File: config.mk
export PLATFORM = sky130hd
export DESIGN_NAME = mips_cpu_bus
export DESIGN_NICKNAME = d
export VERILOG_FILES = /design/src/hw/mips_pkg.sv /design/src/hw/instr_fields_if.sv /design/src/hw/mips_alu.sv /design/src/hw/mips_control.sv /design/src/hw/mips_cpu_bus.sv /design/src/hw/mips_fsm.sv /design/src/hw/mips_ir.sv /design/src/hw/mips_pc.sv /design/src/hw/mips_regfile.sv
export SDC_FILE = /design/constraint.sdc
export NUM_CORES = 2
export LEC_CHECK = 0
export BUFFER_PORTS_ARGS = -buffer_cell sky130_fd_sc_hd__buf_4
export CORE_MARGIN = 1
export CORE_UTILIZATION = 30
export CTS_BUF_LIST = sky130_fd_sc_hd__clkbuf_8
export DETAILED_ROUTE_END_ITERATION = 12
export SYNTH_ARGS = -nofsm -noshare
export SYNTH_HDL_FRONTEND = slang
export SYNTH_SLANG_ARGS = --single-unit
export TNS_END_PERCENT = 100
File: constraint.sdc
create_clock -name clk -period 6.25 [get_ports clk]
set_input_delay 0.625 -clock clk [delete_from_list [all_inputs] [get_ports clk]]
set_output_delay 0.625 -clock clk [all_outputs]
set_load 0.02 [all_outputs]
File: src/hw/mips_pkg.sv
`default_nettype none

package mips_pkg;

  typedef logic [31:0] word_t;
  typedef logic [4:0] regaddr_t;

  typedef enum logic [2:0] {
    FETCH,
    DECODE,
    EXEC,
    MEM,
    WRITEBACK,
    HALT
  } state_t;

  // Primary opcodes, instr[31:26]
  typedef enum logic [5:0] {
    OP_SPECIAL = 6'h00,
    OP_J       = 6'h02,
    OP_BEQ     = 6'h04,
    OP_BNE     = 6'h05,
    OP_ADDIU   = 6'h09,
    OP_ORI     = 6'h0D,
    OP_LUI     = 6'h0F,
    OP_LW      = 6'h23,
    OP_SW      = 6'h2B
  } opcode_t;

  // Function codes for SPECIAL, instr[5:0]
  typedef enum logic [5:0] {
    FN_JR   = 6'h08,
    FN_ADDU = 6'h21,
    FN_SUBU = 6'h23,
    FN_AND  = 6'h24,
    FN_OR   = 6'h25,
    FN_XOR  = 6'h26,
    FN_SLTU = 6'h2B
  } funct_t;

  typedef enum logic [2:0] {
    ALU_ADD,
    ALU_SUB,
    ALU_AND,
    ALU_OR,
    ALU_XOR,
    ALU_SLTU,
    ALU_LUI
  } alu_op_t;

  typedef enum logic {
    DEST_RD,
    DEST_RT
  } dest_sel_t;

endpackage

`default_nettype wire

File: src/hw/instr_fields_if.sv
`timescale 1ns/100ps
`default_nettype none

interface instr_fields_if import mips_pkg::*; ();
  opcode_t opcode;
  funct_t funct;
  regaddr_t rs;
  regaddr_t rt;
  regaddr_t rd;
  logic [15:0] immediate;
  logic [25:0] target;

  modport producer(output opcode, funct, rs, rt, rd, immediate, target);
  modport consumer(input opcode, funct, rs, rt, rd, immediate, target);
endinterface

`default_nettype wire

File: src/hw/mips_alu.sv
`timescale 1ns/100ps
`default_nettype none

module mips_alu import mips_pkg::*; (
  input  logic    clk,
  input  logic    reset,
  input  state_t  state_i,
  instr_fields_if.consumer fields,
  input  alu_op_t alu_op_i,
  input  logic    alu_src_imm_i,
  input  logic    imm_zero_ext_i,
  input  word_t   rs_i,
  input  word_t   rt_i,
  output word_t   result_o,
  output logic    eq_o
);

  word_t rs_q;
  word_t rt_q;
  word_t imm_q;
  word_t imm_ext;
  word_t op_b;

  assign imm_ext = imm_zero_ext_i ? {16'h0000, fields.immediate}
                                  : {{16{fields.immediate[15]}}, fields.immediate};

  // Operands are captured once per instruction, at the end of DECODE
  always_ff @(posedge clk) begin
    if (reset) begin
      rs_q  <= '0;
      rt_q  <= '0;
      imm_q <= '0;
    end else if (state_i == DECODE) begin
      rs_q  <= rs_i;
      rt_q  <= rt_i;
      imm_q <= imm_ext;
    end
  end

  assign op_b = alu_src_imm_i ? imm_q : rt_q;

  always_comb begin
    case (alu_op_i)
      ALU_ADD:  result_o = rs_q + op_b;
      ALU_SUB:  result_o = rs_q - op_b;
      ALU_AND:  result_o = rs_q & op_b;
      ALU_OR:   result_o = rs_q | op_b;
      ALU_XOR:  result_o = rs_q ^ op_b;
      ALU_SLTU: result_o = {31'b0, rs_q < op_b};
      ALU_LUI:  result_o = {imm_q[15:0], 16'h0000};
      default:  result_o = rs_q + op_b;
    endcase
  end

  // Branch compare uses the registered rs and rt
  assign eq_o = rs_q == rt_q;

endmodule

`default_nettype wire

File: src/hw/mips_control.sv
`timescale 1ns/100ps
`default_nettype none

module mips_control import mips_pkg::*; (
  input  state_t    state_i,
  instr_fields_if.consumer fields,
  input  logic      eq_i,
  output logic      pc_write_en_o,
  output logic      ir_write_en_o,
  output logic      regfile_write_en_o,
  output logic      read_o,
  output logic      write_o,
  output logic      mem_addr_sel_o,
  output logic      alu_src_imm_o,
  output logic      imm_zero_ext_o,
  output logic      branch_taken_o,
  output logic      mem_access_o,
  output logic      writeback_o,
  output dest_sel_t dest_sel_o,
  output alu_op_t   alu_op_o
);

  logic is_special;
  logic is_jr;
  logic is_branch;
  logic is_load;
  logic is_store;
  logic r_type_alu;

  assign is_special = fields.opcode == OP_SPECIAL;
  assign is_jr      = is_special && fields.funct == FN_JR;
  assign is_branch  = fields.opcode == OP_BEQ || fields.opcode == OP_BNE;
  assign is_load    = fields.opcode == OP_LW;
  assign is_store   = fields.opcode == OP_SW;

  // Only the supported R-type ALU functions write a register
  assign r_type_alu = is_special && (fields.funct inside {FN_ADDU, FN_SUBU, FN_AND, FN_OR,
                                                         FN_XOR, FN_SLTU});

  assign branch_taken_o = (fields.opcode == OP_BEQ && eq_i) ||
                          (fields.opcode == OP_BNE && !eq_i);

  assign mem_access_o = is_load || is_store;
  assign writeback_o  = r_type_alu || is_load || fields.opcode inside {OP_ADDIU, OP_ORI, OP_LUI};

  assign alu_src_imm_o  = !is_special && !is_branch;
  assign imm_zero_ext_o = fields.opcode == OP_ORI;
  assign dest_sel_o     = is_special ? DEST_RD : DEST_RT;

  always_comb begin
    alu_op_o = ALU_ADD;
    case (fields.opcode)
      OP_SPECIAL: begin
        case (fields.funct)
          FN_SUBU: alu_op_o = ALU_SUB;
          FN_AND:  alu_op_o = ALU_AND;
          FN_OR:   alu_op_o = ALU_OR;
          FN_XOR:  alu_op_o = ALU_XOR;
          FN_SLTU: alu_op_o = ALU_SLTU;
          default: alu_op_o = ALU_ADD;
        endcase
      end
      OP_ORI:  alu_op_o = ALU_OR;
      OP_LUI:  alu_op_o = ALU_LUI;
      default: alu_op_o = ALU_ADD;
    endcase
  end

  // Per-state enables
  assign ir_write_en_o      = state_i == FETCH;
  assign pc_write_en_o      = state_i == FETCH ||
                              (state_i == EXEC && (fields.opcode == OP_J || is_jr ||
                                                   (is_branch && branch_taken_o)));
  assign read_o             = state_i == FETCH || (state_i == MEM && is_load);
  assign write_o            = state_i == MEM && is_store;
  assign mem_addr_sel_o     = state_i == MEM;
  assign regfile_write_en_o = state_i == WRITEBACK;

endmodule

`default_nettype wire

File: src/hw/mips_cpu_bus.sv
`timescale 1ns/100ps
`default_nettype none

module mips_cpu_bus import mips_pkg::*; #(
  parameter word_t RESET_VECTOR = 32'hBFC0_0000
) (
  input  logic       clk,
  input  logic       reset,
  output logic       active_o,
  output word_t      register_v0_o,
  output word_t      address_o,
  output logic       write_o,
  output logic       read_o,
  input  logic       waitrequest_i,
  output word_t      writedata_o,
  output logic [3:0] byteenable_o,
  input  word_t      readdata_i
);

  // Bus is little-endian, the core is big-endian
  function automatic word_t swap_bytes(word_t w);
    swap_bytes = {w[7:0], w[15:8], w[23:16], w[31:24]};
  endfunction

  instr_fields_if fields ();

  state_t    state;
  logic      pc_write_en;
  logic      ir_write_en;
  logic      regfile_write_en;
  logic      ctl_read;
  logic      ctl_write;
  logic      mem_addr_sel;
  logic      alu_src_imm;
  logic      imm_zero_ext;
  logic      branch_taken;
  logic      mem_access;
  logic      writeback;
  logic      jump_to_zero;
  logic      eq;
  logic      bus_wait;
  dest_sel_t dest_sel;
  alu_op_t   alu_op;
  word_t     readdata_be;
  word_t     pc;
  word_t     rs_data;
  word_t     rt_data;
  word_t     alu_result;
  word_t     load_q;
  word_t     wb_data;
  regaddr_t  wr_addr;

  assign readdata_be = swap_bytes(readdata_i);

  // An access that is still waiting freezes the PC and IR
  assign bus_wait = (ctl_read || ctl_write) && waitrequest_i;

  mips_fsm u_fsm (
    .clk            (clk),
    .reset          (reset),
    .waitrequest_i  (waitrequest_i),
    .mem_access_i   (mem_access),
    .writeback_i    (writeback),
    .jump_to_zero_i (jump_to_zero),
    .state_o        (state)
  );

  mips_control u_control (
    .state_i            (state),
    .fields             (fields),
    .eq_i               (eq),
    .pc_write_en_o      (pc_write_en),
    .ir_write_en_o      (ir_write_en),
    .regfile_write_en_o (regfile_write_en),
    .read_o             (ctl_read),
    .write_o            (ctl_write),
    .mem_addr_sel_o     (mem_addr_sel),
    .alu_src_imm_o      (alu_src_imm),
    .imm_zero_ext_o     (imm_zero_ext),
    .branch_taken_o     (branch_taken),
    .mem_access_o       (mem_access),
    .writeback_o        (writeback),
    .dest_sel_o         (dest_sel),
    .alu_op_o           (alu_op)
  );

  mips_ir u_ir (
    .clk     (clk),
    .reset   (reset),
    .wen_i   (ir_write_en && !bus_wait),
    .instr_i (readdata_be),
    .fields  (fields)
  );

  mips_pc #(
    .RESET_VECTOR (RESET_VECTOR)
  ) u_pc (
    .clk            (clk),
    .reset          (reset),
    .state_i        (state),
    .wen_i          (pc_write_en && !bus_wait),
    .branch_taken_i (branch_taken),
    .fields         (fields),
    .rs_data_i      (rs_data),
    .pc_o           (pc),
    .jump_to_zero_o (jump_to_zero)
  );

  assign wr_addr = (dest_sel == DEST_RD) ? fields.rd : fields.rt;
  assign wb_data = (fields.opcode == OP_LW) ? load_q : alu_result;

  mips_regfile u_regfile (
    .clk       (clk),
    .reset     (reset),
    .rs_addr_i (fields.rs),
    .rt_addr_i (fields.rt),
    .wr_addr_i (wr_addr),
    .wr_data_i (wb_data),
    .wen_i     (regfile_write_en),
    .rs_data_o (rs_data),
    .rt_data_o (rt_data),
    .v0_o      (register_v0_o)
  );

  mips_alu u_alu (
    .clk            (clk),
    .reset          (reset),
    .state_i        (state),
    .fields         (fields),
    .alu_op_i       (alu_op),
    .alu_src_imm_i  (alu_src_imm),
    .imm_zero_ext_i (imm_zero_ext),
    .rs_i           (rs_data),
    .rt_i           (rt_data),
    .result_o       (alu_result),
    .eq_o           (eq)
  );

  // Load data for WRITEBACK
  always_ff @(posedge clk) begin
    if (state == MEM && ctl_read && !waitrequest_i) begin
      load_q <= readdata_be;
    end
  end

  // Bus strobes stay low while reset is held
  assign read_o       = ctl_read && !reset;
  assign write_o      = ctl_write && !reset;
  assign address_o    = mem_addr_sel ? alu_result : pc;
  assign writedata_o  = swap_bytes(rt_data);
  assign byteenable_o = 4'b1111;
  assign active_o     = state != HALT;

endmodule

`default_nettype wire

File: src/hw/mips_fsm.sv
`timescale 1ns/100ps
`default_nettype none

module mips_fsm import mips_pkg::*; (
  input  logic   clk,
  input  logic   reset,
  input  logic   waitrequest_i,
  input  logic   mem_access_i,
  input  logic   writeback_i,
  input  logic   jump_to_zero_i,
  output state_t state_o
);

  state_t state_q;
  state_t state_d;

  always_comb begin
    state_d = state_q;
    case (state_q)
      FETCH: begin
        if (!waitrequest_i) begin
          state_d = DECODE;
        end
      end
      DECODE: state_d = EXEC;
      EXEC: begin
        // A jump or branch to address 0 ends the program
        if (jump_to_zero_i) begin
          state_d = HALT;
        end else if (mem_access_i) begin
          state_d = MEM;
        end else if (writeback_i) begin
          state_d = WRITEBACK;
        end else begin
          state_d = FETCH;
        end
      end
      MEM: begin
        if (!waitrequest_i) begin
          state_d = writeback_i ? WRITEBACK : FETCH;
        end
      end
      WRITEBACK: state_d = FETCH;
      HALT: state_d = HALT;
      default: state_d = FETCH;
    endcase
  end

  always_ff @(posedge clk) begin
    if (reset) begin
      state_q <= FETCH;
    end else begin
      state_q <= state_d;
    end
  end

  assign state_o = state_q;

endmodule

`default_nettype wire

File: src/hw/mips_ir.sv
`timescale 1ns/100ps
`default_nettype none

module mips_ir import mips_pkg::*; (
  input  logic  clk,
  input  logic  reset,
  input  logic  wen_i,
  input  word_t instr_i,
  instr_fields_if.producer fields
);

  word_t instr_q;

  always_ff @(posedge clk) begin
    if (reset) begin
      // All zeros decodes as SLL $0, which does nothing
      instr_q <= '0;
    end else if (wen_i) begin
      instr_q <= instr_i;
    end
  end

  assign fields.opcode    = opcode_t'(instr_q[31:26]);
  assign fields.rs        = instr_q[25:21];
  assign fields.rt        = instr_q[20:16];
  assign fields.rd        = instr_q[15:11];
  assign fields.funct     = funct_t'(instr_q[5:0]);
  assign fields.immediate = instr_q[15:0];
  assign fields.target    = instr_q[25:0];

endmodule

`default_nettype wire

File: src/hw/mips_pc.sv
`timescale 1ns/100ps
`default_nettype none

module mips_pc import mips_pkg::*; #(
  parameter word_t RESET_VECTOR = 32'hBFC0_0000
) (
  input  logic   clk,
  input  logic   reset,
  input  state_t state_i,
  input  logic   wen_i,
  input  logic   branch_taken_i,
  instr_fields_if.consumer fields,
  input  word_t  rs_data_i,
  output word_t  pc_o,
  output logic   jump_to_zero_o
);

  word_t pc_q;
  word_t next_pc;
  word_t branch_offset;

  // In EXEC the PC already points past the branch
  assign branch_offset = {{14{fields.immediate[15]}}, fields.immediate, 2'b00};

  always_comb begin
    next_pc = pc_q;
    if (state_i == FETCH) begin
      next_pc = pc_q + 32'd4;
    end else if (state_i == EXEC) begin
      if (fields.opcode == OP_J) begin
        next_pc = {pc_q[31:28], fields.target, 2'b00};
      end else if (fields.opcode == OP_SPECIAL && fields.funct == FN_JR) begin
        next_pc = rs_data_i;
      end else if (branch_taken_i) begin
        next_pc = pc_q + branch_offset;
      end
    end
  end

  always_ff @(posedge clk) begin
    if (reset) begin
      pc_q <= RESET_VECTOR;
    end else if (wen_i) begin
      pc_q <= next_pc;
    end
  end

  assign pc_o           = pc_q;
  assign jump_to_zero_o = wen_i && next_pc == 32'h0;

endmodule

`default_nettype wire

File: src/hw/mips_regfile.sv
`timescale 1ns/100ps
`default_nettype none

module mips_regfile import mips_pkg::*; (
  input  logic     clk,
  input  logic     reset,
  input  regaddr_t rs_addr_i,
  input  regaddr_t rt_addr_i,
  input  regaddr_t wr_addr_i,
  input  word_t    wr_data_i,
  input  logic     wen_i,
  output word_t    rs_data_o,
  output word_t    rt_data_o,
  output word_t    v0_o
);

  word_t regs [32];

  always_ff @(posedge clk) begin
    if (reset) begin
      for (int i = 0; i < 32; i++) begin
        regs[i] <= '0;
      end
    end else if (wen_i && wr_addr_i != 5'd0) begin
      regs[wr_addr_i] <= wr_data_i;
    end
  end

  // Register 0 is never written so it reads as zero
  assign rs_data_o = regs[rs_addr_i];
  assign rt_data_o = regs[rt_addr_i];
  assign v0_o      = regs[2];

endmodule

`default_nettype wire

==> run_results.csv <==
group,metric,value,unit
cells_and_area,nets,6097,
setup_path,crit_arrival,5590,ps
timing,final-hold-violation-count,0,
cts,cts_sinks,1214,
synth,yosysSeqAreaShare,0.5048,
timing,period_needed,6217,ps
route,post_drt_via_cell_ratio,6.093,
timing,slew_viol_final,0,
route,post_drt_wl_per_cell,32.74,um
cts,h-tree-depth,4,
synth,synth.distinct_cells,102,
setup_path,worst_ep_required_time,5620,ps
timing,finClkSkew,113.0,ps
setup_path,start_kind,"flip-flop",
route,dr.first_iter.drc_count,8560,
setup_path,worst-r2r-cell-count,11,
synth,synth_ff_type,"edfxtp_1",
cells_and_area,area_delta_synth_final,14.63,%
cells_and_area,fillers,22340,
timing,finalCritPeriodShare,0.9947,
power_and_ir_drop,power-per-cell-area,262.7,mW/mm^2
placed_design,dp_cells,8693,
cts,cts_buffer_depth,3,
status,violations,"max-capacitance violations",
cts,path_clk_slew,60,ps
floorplanning,start_util,0.3028,
floorplanning,die-height,481.9,um
timing,max-slew-margin-rel,0.01139,
synth,async_flop_share,0,
worst_hold_path,min_path_type,"in2reg",
placed_design,placed_area,0.07446,sq mm
run,cap_viol_max_count,1,
global_route,grt_pass1_wl,408.7,mm
route,vias,55580,
route,wl,298.6,mm
global_route,grt_max_degree,113,
setup_path,cp_max_fo,7,
synth,netlist_area,0.06909,sq mm
setup_path,worstSetupEndpointType,"output pin",
placed_design,numPortBuffers,133,
cts,clk_latency,1030,ps
timing,rsz0062_at_grt,"yes",
cells_and_area,drive_above_1_share,0.2454,
global_route,antenna_found_initial,15,
timing,timing.fmax,0.1609,GHz
placed_design,dp_worst_setup_slack,383.7,ps
global_route,grt-ovfl-total,0,
synth,synth_edf_count,1056,
timing,tightestPinTransition,1471,ps
setup_path,path_class,"reg2out",
status,status,"finished, violations left",
placed_design,dpl.hpwl,197.0,mm
power_and_ir_drop,power_leakage,0.02646,uW
cells_and_area,most-common-layout-cells,"nor2_1 (1193), edfxtp_1 (1056), mux4_2 (546)",
cts,cts_buffers,204,
global_route,grt_pass1_vias,52990,
power_and_ir_drop,irDropWorstVdd,222.3,uV
cts,cts_root_buf,"clkbuf_8",
synth,syn_inst,5779,
floorplanning,coreArea,0.2282,sq mm
synth,postSynthAreaPerCell,11.96,sq um
floorplanning,dieArea,0.2322,sq mm
cts,tritoncts,"done",
timing,finalSetupViolations,0,
worst_hold_path,hold_depth,2,
power_and_ir_drop,p_total,20810,uW
cells_and_area,final_cells,9122,
cells_and_area,finalInstanceArea,0.07920,sq mm
placed_design,gp_congestion,0.9553,
route,drt_first_pass_iters,6,
cells_and_area,final_common_cell,"nor2_1",
floorplanning,die_w,481.9,um
global_route,grt.total_usage,0.2502,
timing,fin_ws,33.02,ps
floorplanning,rows,175,
synth,ys_warn_count,0,
synth,yosys_register_bits,1214,
route,antenna_left,0,
route,drc,0,
floorplanning,ioPinCount,138,
## metrics by stage
| stage | setup TNS [ps] | hold WS [ps] | utilization |
|---|---|---|---|
| floorplan | 0 | 446.1 | - |
| global route | -310.4 | 258.8 | 0.3470 |
| global placement | 0 | 466.3 | 0.3264 |
| CTS | -14.53 | 208.5 | 0.3457 |
| detailed placement | 0 | 468.1 | 0.3264 |
| finish | 0 | 263.9 | 0.3471 |
## worst paths after layout
path | endpoint | start | slack, ps
setup / recovery | address_o[16] | u_ir.instr_q[27] | 30
hold / removal | u_alu.rs_q[2] | reset | 260
setup reg to reg | u_fsm.state_o[2] | flip-flop | 900
hold reg to reg | u_pc.pc_o[1] | u_pc.pc_o[1] | 520
## worst max-delay path, cell delays in order (launching register included)
cell	delay, ps
dfxtp_2	360
nor4_2	300
nand2_1	170
nand2_4	150
mux2_4	340
ha_2	210
fa_2	380
a21o_1	190
a21oi_2	150
o21bai_1	110
a2111o_1	520
nand4_1	210
a21oi_2	100
or2_2	310
a221o_1	350
o21ai_1	190
buf_4	210
o21ai_0	190
buf_4	240
## flip-flops by register name, indices dropped and copies added (netlist names), named ones only
| name | count |
|---|---|
| load_q | 32 |
| u_alu.imm_q | 17 |
| u_alu.rs_q | 32 |
| u_alu.rt_q | 32 |
| u_fsm.state_o | 3 |
| u_ir.instr_q | 32 |
| u_pc.pc_o | 32 |
| u_regfile.regs | 1024 |
## cells in the mapped netlist, drive strengths merged, types with 12 or more instances
cell,instances,area share
nor2,1219,0.068
edfxtp,1056,0.46
mux4,546,0.18
nand2,360,0.020
clkbuf,314,0.017
a21oi,244,0.018
buf,223,0.017
nor3,186,0.014
o21ai,165,0.012
dfxtp,158,0.046
mux2i,129,0.019
ha,126,0.023
inv,113,0.0061
nand3,70,0.0051
a211oi,57,0.0064
mux2,56,0.0091
xnor2,51,0.0065
nand2b,49,0.0044
a31oi,48,0.0045
a22oi,47,0.0051
o22ai,46,0.0042
a21o,45,0.0049
nand4,32,0.0029
o21bai,30,0.0033
and3,28,0.0025
and2,26,0.0024
nor4,26,0.0028
nor2b,24,0.0022
a221oi,22,0.0028
o211ai,21,0.0023
or3,18,0.0016
or2,16,0.0014
o21a,14,0.0015
a211o,13,0.0016
xor2,13,0.0016
o31ai,12,0.0013
## routing by layer
layer,part of all wire,vias to the layer above,global-route usage
li1,-,22120,-
met1,0.36,28150,0.3188
met2,0.43,4371,0.3723
met3,0.14,929,0.07816
met4,0.069,10,0.1468
met5,0.00037,-,0
## where the power goes
group | internal (uW) | total (uW) | switching [uW]
combinational | 1520 | 4300 | 2780
clock | 3440 | 7040 | 3600
sequential | 9090 | 9460 | 364
## logic make-up after synthesis
kind of cell | synth area share
multiplexers | 0.2058
AND/OR/NAND/NOR | 0.1320
other | 0.0001087
adder cells (fa/ha/maj) | 0.02369
buffers and inverters | 0.04076
flip-flops | 0.5048
XOR/XNOR | 0.008113
AO/OA/AOI/OAI | 0.08475
## area by class of cell
| type | count | area, sq um | share of cell area |
|---|---|---|---|
| multi-input combinational | 3948 | 32240 | 0.4071 |
| clock buffer | 212 | 2918 | 0.03684 |
| tap | 3009 | 3765 | 0.04754 |
| clock inverter | 165 | 1025 | 0.01294 |
| inverter | 115 | 431.7 | 0.005450 |
| antenna | 9 | 22.52 | 0.0002844 |
| timing repair buffer | 450 | 3890 | 0.04912 |
| sequential | 1214 | 34910 | 0.4408 |
## repair_timing
item,in CTS,in global routing
endpoints found under the hold margin,66,0
hold buffers,33,0
cloned,0,1
setup endpoints to repair,23,19
resized for setup,28,57
buffers inserted,2,7
pin swaps,8,14
No activity file was read; power rests on OpenSTA's default activity.
